===== config.mk =====
export PLATFORM = sky130hd
export DESIGN_NAME = game_top
export DESIGN_NICKNAME = d
export VERILOG_FILES = /design/src/hw/game_pkg.sv /design/src/hw/scene_if.sv /design/src/hw/hero_motion.sv /design/src/hw/coin_tracker.sv /design/src/hw/scene_render.sv /design/src/hw/game_top.sv
export VERILOG_INCLUDE_DIRS = /design/src /design/src/hw
export SDC_FILE = /design/constraint.sdc
export NUM_CORES = 1
export LEC_CHECK = 0
export BUFFER_PORTS_ARGS = -buffer_cell sky130_fd_sc_hd__buf_2
export CORE_MARGIN = 8
export CORE_UTILIZATION = 50
export CTS_CLUSTER_SIZE = 14
export DETAILED_ROUTE_END_ITERATION = 8
export PLACE_DENSITY_LB_ADDON = 0.25
export SYNTH_ARGS = -nofsm -noshare
export SYNTH_HDL_FRONTEND = slang
export SYNTH_HIERARCHICAL = 1
export SYNTH_SLANG_ARGS = --single-unit

===== constraint.sdc =====
create_clock -name clk -period 6.35 [get_ports clk]
set_input_delay 0.635 -clock clk [delete_from_list [all_inputs] [get_ports clk]]
set_output_delay 0.635 -clock clk [all_outputs]
set_load 0.02 [all_outputs]

===== src/hw/game_defs.svh =====
// screen bounds, sizes, physics constants and colours of the platform game
// include wherever one of these values is needed
`ifndef GAME_DEFS_SVH
`define GAME_DEFS_SVH

// horizontal limits for the hero
`define SCREEN_LEFT    143
`define SCREEN_RIGHT   734

// object sizes in pixels
`define HERO_SIZE      32
`define TILE_SIZE      24
`define COIN_SIZE      16

// ground band on screen
`define GROUND_Y       460
`define GROUND_BOTTOM  516

// hero start column
`define HERO_X_INIT    300

// jump speed and gravity, in pixels per step
`define V_INIT         15
`define GRAVITY        1

// extra depth a platform top accepts when the hero lands on it
`define LAND_TOL       20

`define SKY_RGB        12'h7AF
`define GROUND_RGB     12'h952
`define PLATFORM_RGB   12'hC73
`define HERO_RGB       12'hE11
// coin shimmer, dark to light
`define COIN_RGB0      12'hA80
`define COIN_RGB1      12'hDB1
`define COIN_RGB2      12'hFF7

// per-map table sizes
`define NUM_PLATFORMS  6
`define NUM_COINS      4

`endif


===== src/hw/game_pkg.sv =====
// shared types, map tables and hero overlap rules of the game
// imported by the game state, the renderer and the top level
`default_nettype none

`include "game_defs.svh"

package game_pkg;

    typedef logic [9:0] coord_t;
    typedef logic signed [6:0] vel_t;
    typedef logic [11:0] rgb_t;

    typedef enum logic [2:0] {
        PIX_BLANK,
        PIX_SKY,
        PIX_GROUND,
        PIX_PLATFORM,
        PIX_COIN,
        PIX_HERO
    } pix_class_t;

    typedef logic [`NUM_COINS-1:0] coin_mask_t;

    typedef struct packed {
        coord_t x_start;
        coord_t x_end;
        coord_t y;
    } platform_t;

    localparam int NUM_MAPS = 2;

    localparam platform_t PLATFORMS [NUM_MAPS][`NUM_PLATFORMS] = '{
        '{
            '{10'd500, 10'd540, 10'd400},
            '{10'd250, 10'd290, 10'd300},
            '{10'd600, 10'd640, 10'd400},
            '{10'd350, 10'd450, 10'd350},
            '{10'(`SCREEN_LEFT), 10'd200, 10'd250},
            '{10'd400, 10'd500, 10'd250}
        },
        '{
            '{10'd600, 10'd640, 10'd400},
            '{10'd400, 10'd540, 10'd340},
            '{10'd540, 10'd700, 10'd240},
            '{10'd430, 10'd470, 10'd200},
            '{10'd250, 10'd400, 10'd200},
            '{10'd250, 10'd300, 10'd300}
        }
    };

    // top left corner of each coin, coin 3 rests on the ground
    localparam coord_t COIN_X [NUM_MAPS][`NUM_COINS] = '{
        '{10'd400, 10'd250, 10'd600, 10'd360},
        '{10'd620, 10'd280, 10'd430, 10'd240}
    };
    localparam coord_t COIN_Y [NUM_MAPS][`NUM_COINS] = '{
        '{10'd184, 10'd284, 10'd384, 10'd444},
        '{10'd384, 10'd284, 10'd184, 10'd444}
    };

    // either hero edge strictly inside the platform span
    function automatic logic spans_x(platform_t p, coord_t x);
        return ((x + `HERO_SIZE > p.x_start) && (x + `HERO_SIZE < p.x_end)) ||
               ((x > p.x_start) && (x < p.x_end));
    endfunction

    function automatic logic hero_hits_side(logic map, coord_t x, coord_t y);
        logic hit;
        hit = 1'b0;
        for (int i = 0; i < `NUM_PLATFORMS; i++) begin
            if (spans_x(PLATFORMS[map][i], x) &&
                (y + `HERO_SIZE > PLATFORMS[map][i].y) &&
                (y < PLATFORMS[map][i].y + `TILE_SIZE)) begin
                hit = 1'b1;
            end
        end
        return hit;
    endfunction

    // top of the hero inside the underside band of a platform
    function automatic logic hero_hits_head(logic map, coord_t x, coord_t y);
        logic hit;
        hit = 1'b0;
        for (int i = 0; i < `NUM_PLATFORMS; i++) begin
            if (spans_x(PLATFORMS[map][i], x) &&
                (y <= PLATFORMS[map][i].y + `TILE_SIZE) &&
                (y > PLATFORMS[map][i].y)) begin
                hit = 1'b1;
            end
        end
        return hit;
    endfunction

    function automatic logic hero_on_platform(logic map, coord_t x, coord_t y);
        logic hit;
        hit = 1'b0;
        for (int i = 0; i < `NUM_PLATFORMS; i++) begin
            if (spans_x(PLATFORMS[map][i], x) &&
                (y + `HERO_SIZE >= PLATFORMS[map][i].y) &&
                (y + `HERO_SIZE <= PLATFORMS[map][i].y + `LAND_TOL)) begin
                hit = 1'b1;
            end
        end
        return hit;
    endfunction

    // top of the supporting platform, the ground top when there is none
    function automatic coord_t platform_top_under(logic map, coord_t x, coord_t y);
        coord_t top;
        top = coord_t'(`GROUND_Y);
        for (int i = 0; i < `NUM_PLATFORMS; i++) begin
            if (spans_x(PLATFORMS[map][i], x) &&
                (y + `HERO_SIZE >= PLATFORMS[map][i].y) &&
                (y + `HERO_SIZE <= PLATFORMS[map][i].y + `LAND_TOL)) begin
                top = PLATFORMS[map][i].y;
            end
        end
        return top;
    endfunction

    function automatic logic hero_touches_coin(logic map, int idx, coord_t x, coord_t y);
        return !((x + `HERO_SIZE <= COIN_X[map][idx]) ||
                 (x >= COIN_X[map][idx] + `COIN_SIZE) ||
                 (y + `HERO_SIZE <= COIN_Y[map][idx]) ||
                 (y >= COIN_Y[map][idx] + `COIN_SIZE));
    endfunction

endpackage

`default_nettype wire


===== src/hw/scene_if.sv =====
// scene snapshot passed from the game state to the renderer
`default_nettype none

`include "game_defs.svh"

interface scene_if
    import game_pkg::*;
();

    coord_t     hero_x;
    coord_t     hero_y;
    logic       map_sel;
    coin_mask_t coin_mask;
    // one-cycle pulse, snapshot values change on the following cycle
    logic       step;

    modport motion (output hero_x, hero_y, step, input map_sel);

    modport coins (output coin_mask, input hero_x, hero_y, map_sel, step);

    modport render (input hero_x, hero_y, map_sel, coin_mask, step);

endinterface

`default_nettype wire


===== src/hw/hero_motion.sv =====
// hero physics, stepped once every STEP_DIV cycles
// walking, jumping, gravity and platform collisions against the current map
`default_nettype none

`include "game_defs.svh"

module hero_motion
    import game_pkg::*;
#(
    parameter int STEP_DIV = 500000
) (
    input  logic    clk,
    input  logic    rst,
    input  logic    btn_left,
    input  logic    btn_right,
    input  logic    btn_jump,
    scene_if.motion scene
);

    localparam int CNT_W = (STEP_DIV > 1) ? $clog2(STEP_DIV) : 1;
    localparam coord_t REST_Y = coord_t'(`GROUND_Y - `HERO_SIZE);

    logic [CNT_W-1:0] step_cnt;
    logic             step;
    logic             cnt_wrap;

    coord_t hero_x;
    coord_t hero_y;
    vel_t   speed;
    logic   jumping;

    logic   on_ground;
    logic   on_platform;
    logic   supported;
    logic   block_left;
    logic   block_right;
    coord_t land_y;

    assign cnt_wrap = (step_cnt == CNT_W'(STEP_DIV - 1));

    // step divider
    always_ff @(posedge clk or posedge rst) begin
        if (rst) begin
            step_cnt <= '0;
            step     <= 1'b0;
        end else begin
            step <= cnt_wrap;
            if (cnt_wrap) begin
                step_cnt <= '0;
            end else begin
                step_cnt <= step_cnt + 1'b1;
            end
        end
    end

    assign on_ground   = (hero_y + `HERO_SIZE >= `GROUND_Y);
    assign on_platform = hero_on_platform(scene.map_sel, hero_x, hero_y);
    assign supported   = on_ground || on_platform;

    // one pixel probe on either side
    assign block_left  = (hero_x <= `SCREEN_LEFT) ||
                         hero_hits_side(scene.map_sel, hero_x - 1'b1, hero_y);
    assign block_right = (hero_x + `HERO_SIZE >= `SCREEN_RIGHT) ||
                         hero_hits_side(scene.map_sel, hero_x + 1'b1, hero_y);

    // resting y once a fall ends, the ground wins over a platform
    assign land_y = on_ground ? REST_Y :
        coord_t'(platform_top_under(scene.map_sel, hero_x, hero_y) - `HERO_SIZE);

    always_ff @(posedge clk or posedge rst) begin
        if (rst) begin
            hero_x  <= coord_t'(`HERO_X_INIT);
            hero_y  <= REST_Y;
            speed   <= '0;
            jumping <= 1'b0;
        end else if (step) begin
            // left has priority when both are held
            if (btn_left) begin
                if (!block_left) begin
                    hero_x <= hero_x - 1'b1;
                end
            end else if (btn_right && !block_right) begin
                hero_x <= hero_x + 1'b1;
            end

            if (jumping) begin
                if (speed < 0 && hero_hits_head(scene.map_sel, hero_x, hero_y)) begin
                    speed <= '0;
                end else if (speed > 0 && supported) begin
                    jumping <= 1'b0;
                    speed   <= '0;
                    hero_y  <= land_y;
                end else begin
                    speed  <= speed + vel_t'(`GRAVITY);
                    hero_y <= coord_t'($signed({1'b0, hero_y}) + speed);
                end
            end else if (!supported) begin
                // walked off an edge
                jumping <= 1'b1;
                speed   <= vel_t'(1);
            end else if (btn_jump) begin
                jumping <= 1'b1;
                speed   <= vel_t'(-`V_INIT);
            end
        end
    end

    assign scene.hero_x = hero_x;
    assign scene.hero_y = hero_y;
    assign scene.step   = step;

endmodule

`default_nettype wire


===== src/hw/coin_tracker.sv =====
// collected coin flags for both maps and the score counter
// at most one coin is taken per step
`default_nettype none

`include "game_defs.svh"

module coin_tracker
    import game_pkg::*;
(
    input  logic        clk,
    input  logic        rst,
    scene_if.coins      scene,
    output logic [15:0] score
);

    localparam int IDX_W = $clog2(`NUM_COINS);

    logic [NUM_MAPS-1:0][`NUM_COINS-1:0] collected;
    coin_mask_t                          cur_mask;
    logic                                hit;
    logic [IDX_W-1:0]                    hit_idx;

    // mask of the selected map, follows map_sel at once
    assign cur_mask        = collected[scene.map_sel];
    assign scene.coin_mask = cur_mask;

    // lowest uncollected coin under the hero
    always_comb begin
        hit     = 1'b0;
        hit_idx = '0;
        for (int i = `NUM_COINS - 1; i >= 0; i--) begin
            if (!cur_mask[i] &&
                hero_touches_coin(scene.map_sel, i, scene.hero_x, scene.hero_y)) begin
                hit     = 1'b1;
                hit_idx = IDX_W'(i);
            end
        end
    end

    always_ff @(posedge clk or posedge rst) begin
        if (rst) begin
            collected <= '0;
            score     <= '0;
        end else if (scene.step && hit) begin
            collected[scene.map_sel][hit_idx] <= 1'b1;
            score <= score + 16'd1;
        end
    end

endmodule

`default_nettype wire


===== src/hw/scene_render.sv =====
// two-stage pixel path, class of the scan position then its colour
// coins cycle through three shimmer colours
`default_nettype none

`include "game_defs.svh"

module scene_render
    import game_pkg::*;
#(
    parameter int SHIMMER_DIV = 10000000
) (
    input  logic    clk,
    input  logic    rst,
    input  logic    bright,
    input  coord_t  h_count,
    input  coord_t  v_count,
    scene_if.render scene,
    output rgb_t    rgb
);

    localparam int SHIM_W = (SHIMMER_DIV > 1) ? $clog2(SHIMMER_DIV) : 1;

    logic [SHIM_W-1:0] shim_cnt;
    logic [1:0]        shim_frame;

    logic       hero_px;
    logic       ground_px;
    logic       platform_px;
    logic       coin_px;
    pix_class_t pix_class;
    pix_class_t class_q;
    rgb_t       colour;

    function automatic logic in_rect(coord_t h, coord_t v, coord_t x0, coord_t y0,
                                     int w, int ht);
        return (h >= x0) && (h < x0 + w) && (v >= y0) && (v < y0 + ht);
    endfunction

    // shimmer frame 0, 1, 2
    always_ff @(posedge clk or posedge rst) begin
        if (rst) begin
            shim_cnt   <= '0;
            shim_frame <= '0;
        end else if (shim_cnt == SHIM_W'(SHIMMER_DIV - 1)) begin
            shim_cnt   <= '0;
            shim_frame <= (shim_frame == 2'd2) ? 2'd0 : shim_frame + 2'd1;
        end else begin
            shim_cnt <= shim_cnt + 1'b1;
        end
    end

    assign hero_px = in_rect(h_count, v_count, scene.hero_x, scene.hero_y,
                             `HERO_SIZE, `HERO_SIZE);
    assign ground_px = (v_count >= `GROUND_Y) && (v_count <= `GROUND_BOTTOM);

    always_comb begin
        platform_px = 1'b0;
        coin_px     = 1'b0;
        for (int i = 0; i < `NUM_PLATFORMS; i++) begin
            if (in_rect(h_count, v_count, PLATFORMS[scene.map_sel][i].x_start,
                        PLATFORMS[scene.map_sel][i].y,
                        PLATFORMS[scene.map_sel][i].x_end -
                        PLATFORMS[scene.map_sel][i].x_start, `TILE_SIZE)) begin
                platform_px = 1'b1;
            end
        end
        for (int i = 0; i < `NUM_COINS; i++) begin
            if (!scene.coin_mask[i] &&
                in_rect(h_count, v_count, COIN_X[scene.map_sel][i],
                        COIN_Y[scene.map_sel][i], `COIN_SIZE, `COIN_SIZE)) begin
                coin_px = 1'b1;
            end
        end
    end

    // priority, hero drawn over everything
    always_comb begin
        if (!bright)          pix_class = PIX_BLANK;
        else if (hero_px)     pix_class = PIX_HERO;
        else if (ground_px)   pix_class = PIX_GROUND;
        else if (platform_px) pix_class = PIX_PLATFORM;
        else if (coin_px)     pix_class = PIX_COIN;
        else                  pix_class = PIX_SKY;
    end

    always_comb begin
        case (class_q)
            PIX_SKY:      colour = `SKY_RGB;
            PIX_GROUND:   colour = `GROUND_RGB;
            PIX_PLATFORM: colour = `PLATFORM_RGB;
            PIX_HERO:     colour = `HERO_RGB;
            PIX_COIN: begin
                case (shim_frame)
                    2'd0:    colour = `COIN_RGB0;
                    2'd1:    colour = `COIN_RGB1;
                    default: colour = `COIN_RGB2;
                endcase
            end
            default:      colour = '0;
        endcase
    end

    always_ff @(posedge clk or posedge rst) begin
        if (rst) begin
            class_q <= PIX_BLANK;
            rgb     <= '0;
        end else begin
            class_q <= pix_class;
            rgb     <= colour;
        end
    end

endmodule

`default_nettype wire


===== src/hw/game_top.sv =====
// platform game pixel engine, scan position and buttons in, pixel colour out
// game state feeds the renderer through the scene interface
`default_nettype none

`include "game_defs.svh"

module game_top
    import game_pkg::*;
#(
    parameter int STEP_DIV    = 500000,
    parameter int SHIMMER_DIV = 10000000
) (
    input  logic        clk,
    input  logic        rst,
    input  logic        bright,
    input  logic        btn_left,
    input  logic        btn_right,
    input  logic        btn_jump,
    input  logic        map_sel,
    input  coord_t      h_count,
    input  coord_t      v_count,
    output rgb_t        rgb,
    output logic [15:0] score
);

    scene_if u_scene ();

    assign u_scene.map_sel = map_sel;

    hero_motion #(
        .STEP_DIV (STEP_DIV)
    ) u_hero_motion (
        .clk       (clk),
        .rst       (rst),
        .btn_left  (btn_left),
        .btn_right (btn_right),
        .btn_jump  (btn_jump),
        .scene     (u_scene)
    );

    coin_tracker u_coin_tracker (
        .clk   (clk),
        .rst   (rst),
        .scene (u_scene),
        .score (score)
    );

    scene_render #(
        .SHIMMER_DIV (SHIMMER_DIV)
    ) u_scene_render (
        .clk     (clk),
        .rst     (rst),
        .bright  (bright),
        .h_count (h_count),
        .v_count (v_count),
        .scene   (u_scene),
        .rgb     (rgb)
    );

endmodule

`default_nettype wire


; ---- Yosys cells after proc, flatten, opt, wreduce, memory -nomap -nowiden
; Cells that the tools add are included.
[classes]
bitwise = 3
shift = 0
n_mux = 90
n_addsub = 45
div_mod_pow = 0
magnitude_cmp = 180
multipliers = 0
n_reduce_logical = 179
eq_ne = 11
[op_table]
columns = op, count
row1 = 32-bit by 10-bit greater-than comparator with 1-bit output, 24
row2 = 32-bit by 10-bit < comparator with 1-bit output, 18
row3 = 10-bit by 32-bit < comparator with 1-bit output, 17
row4 = 180-bit 2-to-1 mux, 3
row5 = 10-bit by 32-bit greater-or-equal comparator with 1-bit output, 8
row6 = 32-bit by 10-bit less-or-equal comparator with 1-bit output, 8
row7 = 10-bit greater-than comparator, 24
row8 = "10-bit by 5-bit adder with 11-bit output, second input constant", 20
row9 = 10-bit greater-or-equal comparator, 22
row10 = 40-bit 2-to-1 mux, 5
row11 = 10-bit by 32-bit adder with 32-bit output, 6
row12 = 32-bit by 10-bit greater-or-equal comparator with 1-bit output, 6
row13 = 10-bit by 32-bit less-or-equal comparator with 1-bit output, 6
row14 = 32-bit less-or-equal comparator, 6
row15 = 10-bit < comparator, 18
row16 = 1-bit logical AND, 132
row17 = 10-bit by 11-bit < comparator with 1-bit output, 11
row18 = 10-bit 2-to-1 mux, 11
row19 = 10-bit by 10-bit subtractor with 11-bit output, 6
row20 = 12-bit one-hot mux with 5 select lines, 1
row21 = 1-bit 2-to-1 mux, 46
row22 = "10-bit by 6-bit adder with 11-bit output, second input constant", 4
row23 = 39-bit 2-to-1 mux, 1
row24 = 7-bit 2-to-1 mux, 5
row25 = 47 further kinds, 100
[totals]
word_cells = 521
ram_bits = 0
output_inout_bits = 28
in_bits = 27
latch_bits = 0
romBits = 0
n_memories = 0
register_bits = 113

; ---- Logic depth before layout (Yosys ltp)
; Gate-level depths: netlist (run 1).
[depth]
word_depth = 22
ltp_mapped = 24
ltp_nobuf = 21

; ---- Modules after synthesis
; The synthesis (run 1) kept the hierarchy.
[by_module_without_submodules]
columns = module, seq_area_each_um2, cells_per_inst, area_each_um2, instances
row1 = hero_motion, 1212.4, 1406, 10520.1, 1
row2 = scene_render, 1001.0, 569, 4594.4, 1
row3 = coin_tracker, 600.6, 301, 2747.6, 1

; ---- Worst setup path after synthesis (run 1)
; Ideal clock, no wire load.
[synth_timing]
path_kind = reg2reg
startpoint = register u_hero_motion.hero_x[0], in the netlist u_hero_motion/scene.hero_x[0]
endpoint = register u_hero_motion.hero_x[9], in the netlist u_hero_motion/scene.hero_x[9]
setup_ns = 0.125
stages_incl_launch_ff = 24
path_buffers = 5
t_arrival_ns = 5.112
synth_period_minus_slack_ns = 5.237
required_time_ns = 6.225
path_slack_ns = 1.113
cell_sequence = dfrtp_1 > buf_2 > clkbuf_1 > clkbuf_1 > inv_1 > ha_1 > buf_2 > or4b_1 > buf_2 > o21ai_1 > and2b_1 > inv_1 > ha_1 > xnor3_1 > clkinv_1 > ha_1 > inv_1 > or4b_1 > nand3_1 > nor4bb_1 > nor3_1 > a32oi_4 > nor2_4 > mux2_4
[synth_between]
elab_chain_cells = 18
word_cells_on_any_way = 137
classes_between = 5 x add/sub / 50 x order compare / 1 x eq/ne / 15 x mux / 66 x reduce/logical
[synth_lines]
columns = item, line_no
row1 = "start, declared", hero_motion.sv:27  ; coord_t hero_x;
row2 = "start signal, assigned", hero_motion.sv:72  ; hero_x <= coord_t'(`HERO_X_INIT);
row3 = "start signal, assigned", hero_motion.sv:80  ; hero_x <= hero_x - 1'b1;
row4 = "start signal, assigned", hero_motion.sv:83  ; hero_x <= hero_x + 1'b1;
row5 = 10-bit by 1-bit adder with 10-bit output, "hero_motion.sv:64, hero_motion.sv:83"
row6 = 10-bit by 6-bit adder with 11-bit output (no source line), -
row7 = 32-bit by 10-bit greater-than comparator with 1-bit output / 32-bit by 10-bit < comparator with 1-bit output (equally long branches), game_pkg.sv:63  ; return ((x + `HERO_SIZE > p.x_start) && (x + `HERO_SIZE < p.x_end)) ||
row8 = 1-bit logical AND, game_pkg.sv:63
row9 = 1-bit logical OR, game_pkg.sv:63
row10 = 1-bit logical AND (2 in series), game_pkg.sv:71  ; if (spans_x(PLATFORMS[map][i], x) &&
row11 = 1-bit 2-to-1 mux (6 in series), game_pkg.sv:71
row12 = 1-bit logical OR, hero_motion.sv:63  ; assign block_right = (hero_x + `HERO_SIZE >= `SCREEN_RIGHT) ||
row13 = 1-bit logical NOT, hero_motion.sv:82  ; end else if (btn_right && !block_right) begin
row14 = 1-bit logical AND, hero_motion.sv:82
row15 = 2-bit nonzero test (no source line), -
row16 = 3-bit AND reduction (no source line), -
; Parallel ways exist; a longest one is shown, timed or not. The select of a mux whose other input is x is not followed.
; A chain may end at the register's enable or synchronous reset.

; ---- Final worst setup path (run 1)
[layout_timing]
startpoint = register u_hero_motion.hero_x[1], in the netlist u_hero_motion/scene.hero_x[1]
endpoint = register u_hero_motion.hero_x[9], in the netlist u_hero_motion/scene.hero_x[9]
; The elaborated chain is that of the path after synthesis.

==> summary.txt, run 1 <==
Yosys top cell area share: 18.3%
Synth top area cells: ha_1 (18%), dfrtp_1 (14%), nor2_1 (3.7%), a21oi_1 (3.6%), o21ai_0 (3.1%)
Comb pwr share: 36.6%
Drt total wl: 62,100 um
PortBufs: 54
Post-CTS Resized: 0
Static Leak: 8.09 nW
Crit-path max cell delay: 0.67 ns
Net Sw Frac: 40.0%
Crit-path cells: buf_4 > ha_1 > nand2_1 > nor3_1 > nor2_1 > inv_1 > ha_1 > nand2_1 > a211o_1 > and2_1 > inv_1 > ha_1 > nor4b_1 > a311oi_1 > nor4_1 > a211oi_1 > and4_1 > a32oi_4 > nor2_4 > mux2_4
Slowest CP cell: dfrtp_1
Clock Pin Slew Worst Setup and Hold Paths: 0.09 ns
Crit path arrival time: 5.95 ns
Hold Path Class: in2async
Drt drc: 0
Vias in the first global route: 17,900
Fmax: 0.176 GHz
Critical path fanouts, max: 15
CTS H-tree lvls: 3
Post-route cell area: 18,900 um^2
Ports: 55
CP required: 6.61 ns
Syn_nets: 2,566
DR iter-0 viols: 1,740
1st-pass router iterations: 6
Cell mode on critical path: ha_1
Rows: 69
Sink Count: 112
Setup TNS: 0 ns
#FFs+latches synth: 112
Post-synth ARST share: 100%
Die H: 205 um
Worst Path Buf+Inv: 3
Relative slew slack: 32.3%
Post-synth cell types: 110
Ratio of final minimum period to clock period: 89.6%
Area growth syn-to-layout: 5.97%
Pwr Density: 114 nW/um^2
VDD IR max: 0.000155 V
Ant. Diodes: 0
CTS tree: done
Post-synth top area cell: ha_1
Layout Nets: 2,576
Gate Count Post-Synth: 2,276
Synthesized area per cell: 7.85 um^2
Root buffer cell: clkbuf_16
Die area: 42,000 um^2
Worst setup SP type: flop
Post-Syn Area: 17,900 um^2
Share of cells above drive strength 1: 8.90%
First-pass GRT wire length: 98,300 um
Worst Path Class, Setup: reg2reg
Flop pwr share: 34.2%
Clock power frac: 29.1%
Yosys warnings: 6
Initial Util: 50.5%
Grt total ovfl: 0
Skew final: 0.0107 ns
TritonCTS Buffers: 9
Hold-fix buffers at CTS: 0
Unrepaired setup endpoints after global routing: false
Largest net degree at the start of global routing: 83
Internal power: 1.29 mW
Final slew viol count: 0
Tot GR Track Use: 28.7%
Period minus WS final: 5.69 ns
Most frequent cell after synthesis: ha_1
Final GP Congestion: 0.981
Status: finished clean
Slew @ Worst Pin: 1.02 ns
Core Area: 35,400 um^2
Commonest cells post-synth: ha_1 (261), nor2_1 (174), inv_1 (146), nand2_1 (130), a21oi_1 (129)
Final setup viols: 0
Via density: 6.79
Initial antenna violation count: 1
Final hold vios: 0
Post-CTS setup buffers: 0
Top_reg_cell synth: dfrtp_1
Die W: 205 um
Critical Path End Type: flop
Psw: 0.859 mW
Via Count: 18,700
Fillcell total: 3,345
Max_cap viols: 0
Worst-skew pair later-pin latency: 0.37 ns
CTS Buffer Depth: 2
Avg WL per Cell: 22.6 um
Post-route antenna net violation count: 0
Post-synthesis sequential area ratio: 15.8%
HPWL Detailed: 46,600 um
Worst path top cell family by delay: simple AND/OR/NAND/NOR gates
Placed Area: 18,600 um^2
Number of synthesized flops with an enable pin: 0
[tightest hold or removal path: stages]
cell   delay, ns
buf_2       0.14
inv_1       0.06
buf_4       0.42
[final timing paths]
check                                                                 end  cells after the start  slack [ns]                                 startpoint
worst max-delay path            u_hero_motion/scene.hero_x[9]$_DFFE_PP0P_                     20        0.66  u_hero_motion/scene.hero_x[1]$_DFFE_PP0P_
worst min-delay path                      u_scene_render/rgb[1]$_DFF_PP0_                      3        0.43                                        rst
worst max register to register  u_hero_motion/scene.hero_x[9]$_DFFE_PP0P_                     20        0.66  u_hero_motion/scene.hero_x[1]$_DFFE_PP0P_
worst min register to register    u_coin_tracker/collected[1]$_DFFE_PP0P_                      1        0.47    u_coin_tracker/collected[1]$_DFFE_PP0P_
max in group asynchronous         u_coin_tracker/collected[5]$_DFFE_PP0P_                      2        5.17                                        rst
min in group clk                  u_coin_tracker/collected[1]$_DFFE_PP0P_                      1        0.47    u_coin_tracker/collected[1]$_DFFE_PP0P_
[per-layer routing]
metal / vias to the layer above / part of all wire (%) / track usage (%) / wire length, um
met3: 225 / 7.3 / 3.57 / 4520
met4: 0 / 4.9 / 14.5 / 3050
met2: 900 / 45 / 46.7 / 28200
met5: - / 0 / 0 / 0
li1: 8637 / - / - / -
met1: 8917 / 42 / 36.9 / 26300
[cell families (layout without fill, tap and decap cells)]
kind of cell / after synthesis / count (layout) / share of synthesized area [%]
AOI/OAI and AO/OA: 667 / 667 / 26.5
xor gates and xnor gates: 98 / 98 / 4.92
and+or+nand+nor: 848 / 848 / 26.5
DFF: 112 / 112 / 15.8
adders and majority gates: 263 / 263 / 18.5
buffers and inverters: 257 / 272 / 6.00
muxes: 31 / 31 / 1.90
[through the flow]
| stage | utilization [%] | hold slack (ns) | worst slack [ns] | power (mW) | std cells |
|---|---|---|---|---|---|
| global placement | 52.6 | 0.437 | 1.03 | 1.52 | 2736 |
| detailed placement | 52.6 | 0.448 | 0.786 | 1.51 | 2736 |
| floorplan | - | 0.424 | 1.11 | 1.28 | 2276 |
| CTS | 53.5 | 0.436 | 0.780 | 2.14 | 2752 |
| global route | 53.5 | 0.476 | 0.306 | 2.26 | 2752 |
| finish | 53.5 | 0.434 | 0.659 | 2.15 | 2752 |
[cells in the final DEF, fill, tap and decap left out, drive strengths merged, types with 39 or more instances in the layout]
master,synthesis,routed
xnor2,55,55
nor2,177,177
nor4,42,42
inv,150,155
nand3,79,79
nand2,130,130
xor2,42,42
nor2b,60,60
dfrtp,103,103
ha,261,261
nand4,39,39
nand2b,57,57
o21ai,118,118
buf,41,103
a21oi,129,129
nor3,78,78
a31oi,39,39
[power groups by stage]
stage	logic, mW	clock network, mW	registers [mW]
final	0.788	0.626	0.736
after global routing	0.853	0.672	0.739
after CTS	0.765	0.643	0.736
after detailed placement	0.760	0	0.750
after global placement	0.769	0	0.749
after floorplan	0.521	0	0.760
[sequential cells by signal, indices dropped and copies added, names as in the netlist, 2 cells and up]
name / cells
u_scene_render/rgb: 11
u_coin_tracker/collected: 8
u_hero_motion/step_cnt: 19
u_coin_tracker/score: 16
u_scene_render/shim_cnt: 24
u_scene_render/shim_frame: 2
u_hero_motion/scene.hero_y: 10
u_scene_render/class_q: 3
u_hero_motion/speed: 7
u_hero_motion/scene.hero_x: 10
[area by class of cell]
type	instances	area, um^2	area share, %
inverter	153	574	3.03
clock buffer	9	225	1.19
tap	461	577	3.05
clock inverter	7	96.3	0.509
timing repair buffer	103	653	3.45
multi-input combinational	1907	14000	73.9
sequential	112	2810	14.9
(Power assumes the default switching activity.)
==> run 2, diff against run 1 <==
==> constraint.sdc (replaced) <==
create_clock -name clk -period 7 [get_ports clk]
set_input_delay 0.7 -clock clk [delete_from_list [all_inputs] [get_ports clk]]
set_output_delay 0.7 -clock clk [all_outputs]
set_load 0.02 [all_outputs]
==> run 2 against run 1 <==
Clock power down 11%. Count of clock-buffer cells in the layout unchanged. Via count down 0.63%. Cell count down 0.73%. Global-route usage down 0.39 points. Flip-flop and latch count unchanged. Sequential power down 9.1%. Highest routed layer unchanged. Die area unchanged. Sequential share of layout area up 0.12 points. Critical path depth down 1.
==> summary.txt, run 2 (synthesis gave the netlist of run 1 again) <==
Hold Path Class: reg2reg
CP required: 7.26 ns (+0.65 ns)
Final setup viols: 0 (unchanged)
Avg WL per Cell: 22.3 um (-1.4%)
1st-pass router iterations: 6 (unchanged)
Multi-input logic area: 14,000 um^2 (about the same)
Share of cells above drive strength 1: 8.06% (-0.85 points)
Ant. Diodes: 0 (unchanged)
Worst setup SP type: flop
Grt total ovfl: 0 (unchanged)
Unrepaired setup endpoints after global routing: false
Fmax: 0.173 GHz (-1.4%)
Vias in the first global route: 17,600 (-1.9%)
Area growth syn-to-layout: 5.09%
Non-filler cells, final: 2,732 (-0.73%)
Largest register FFs: 24 (unchanged)
Via Count: 18,600 (-0.63%)
Critical path fanouts, max: 33 (+18)
Register area: 2810 um^2 (unchanged)
Most frequent cells in the layout: ha_1 (261), nor2_1 (174), inv_1 (144)
Crit path arrival time: 6.04 ns (+0.09 ns)
Pwr Density: 103 nW/um^2 (-9.0%)
Setup TNS: 0 ns (unchanged)
Die W: 205 um (unchanged)
Die area: 42,000 um^2 (unchanged)
TritonCTS Buffers: 9 (unchanged)
Ports: 55 (unchanged)
Post-CTS Resized: 0 (unchanged)
Drt total wl: 60,800 um (-2.1%)
Final slew viol count: 0 (unchanged)
Final GP Congestion: 1.03 (+5.5%)
Sink Count: 112 (unchanged)
Final hold vios: 0 (unchanged)
HPWL Detailed: 45,200 um (-2.9%)
Top reg by flops: u_scene_render/shim_cnt
Fillcell total: 3,376 (+0.93%)
DP Cell Count: 2,716 (-0.73%)
Period minus WS final: 5.77 ns (+0.0821 ns)
Commonest non-fill, non-tap cell in the layout: ha_1
VDD IR max: 0.000116 V (-26%)
Largest net degree at the start of global routing: 103 (+24%)
Post-route antenna net violation count: 0 (unchanged)
Status: finished clean
Die H: 205 um (unchanged)
Drt drc: 0 (unchanged)
Worst-skew pair later-pin latency: 0.38 ns (about the same)
Slew @ Worst Pin: 1.03 ns (+0.0138 ns)
Root buffer cell: clkbuf_16
Critical Path End Type: flop
Rows: 69 (unchanged)
Via density: 6.79 (+0.10%)
Initial Util: 50.5% (unchanged)
DR iter-0 viols: 2,099 (+21%)
PortBufs: 54 (unchanged)
CTS H-tree lvls: 3 (unchanged)
Worst Path Class, Setup: reg2reg
Skew final: 0.00789 ns (-0.00284 ns)
Core Util, Final: 53.0% (-0.45 points)
Initial antenna violation count: 0 (-1)
CTS Buffer Depth: 2 (unchanged)
Largest registers: u_scene_render/shim_cnt (24), u_hero_motion/step_cnt (19), u_coin_tracker/score (16)
Max_cap viols: 0 (unchanged)
Core Area: 35,400 um^2 (unchanged)
Tot GR Track Use: 28.3% (-0.39 points)
First-pass GRT wire length: 97,100 um (-1.2%)
Relative slew slack: 31.3% (-0.92 points)
Post-CTS setup buffers: 0 (unchanged)
Layout Nets: 2,556 (-0.78%)
Static Leak: 7.99 nW (-1.2%)
Clock Pin Slew Worst Setup and Hold Paths: 0.08 ns (about the same)
Ratio of final minimum period to clock period: 82.5% (-7.1 points)
Hold-fix buffers at CTS: 0 (unchanged)
CTS tree: done
run 2: changes by cell type in the layout (fill, tap and decap cells not counted), sizes merged:
cell	previous run	this run
buf	103	83
run 2: final cells by class:
cell class                      count  share of cell area (%)
Inverter                          153                    3.06
Timing Repair Buffer               83                    2.68
Sequential cell                   112                    15.0
Clock buffer                        9                    1.20
Clock inverter                      7                   0.500
Multi-Input combinational cell   1907                    74.5
Tap cell                          461                    3.07
run 2: per-layer routing:
layer,GRT usage [%],up-vias,part of all wire [%]
met5,0,-,0
met1,37.4,8798,42
met4,13.3,0,4.9
met2,45.7,994,46
li1,-,8562,-
met3,2.97,208,7.6
run 2: final timing paths:
kind | slack (ns) | end | cells past startpoint | from
max | 1.23 | u_hero_motion/scene.hero_x[9]$_DFFE_PP0P_ | 19 | u_hero_motion/scene.hero_x[2]$_DFFE_PP1P_
min | 0.46 | u_coin_tracker/collected[1]$_DFFE_PP0P_ | 1 | u_coin_tracker/collected[1]$_DFFE_PP0P_
min reg2reg | 0.46 | u_coin_tracker/collected[1]$_DFFE_PP0P_ | 1 | u_coin_tracker/collected[1]$_DFFE_PP0P_
min in group asynchronous | 0.51 | u_scene_render/shim_frame[1]$_DFFE_PP0N_ | 3 | rst
max reg2reg | 1.23 | u_hero_motion/scene.hero_x[9]$_DFFE_PP0P_ | 19 | u_hero_motion/scene.hero_x[2]$_DFFE_PP1P_
max in group asynchronous | 5.73 | u_coin_tracker/score[5]$_DFFE_PP0P_ | 2 | rst
run 2: worst max-delay path, stage by stage, from the launching register on:
cell and delay, ns:
dfstp_2 0.99, and3_1 0.42, a31oi_1 0.22, nor2_1 0.35
inv_1 0.14, ha_1 0.29, or2_0 0.22, a211o_1 0.26
and2_1 0.22, inv_1 0.17, ha_1 0.31, nor4b_1 0.43
nand2_1 0.11, nor2_1 0.12, nor4_1 0.05, a211oi_1 0.27
and4_1 0.31, a32oi_4 0.18, nor2_4 0.26, mux2_4 0.32
run 2: where the power goes:
part           switching [mW]  internal [mW]  total [mW]
combinational           0.465          0.245       0.710
clock                   0.297          0.263       0.560
sequential             0.0110          0.658       0.669
run 2: per-stage QoR:
stage               instance area, um^2  setup WS, ns  hold WS [ns]  total power, mW
detailed placement                18500          1.41         0.445             1.37
finish                            18800          1.23         0.463             1.94
CTS                               18800          1.38         0.465             1.93
global route                      18800         0.912         0.483             2.04
global placement                  18500          1.55         0.435             1.37
floorplan                         17900          1.76         0.424             1.16
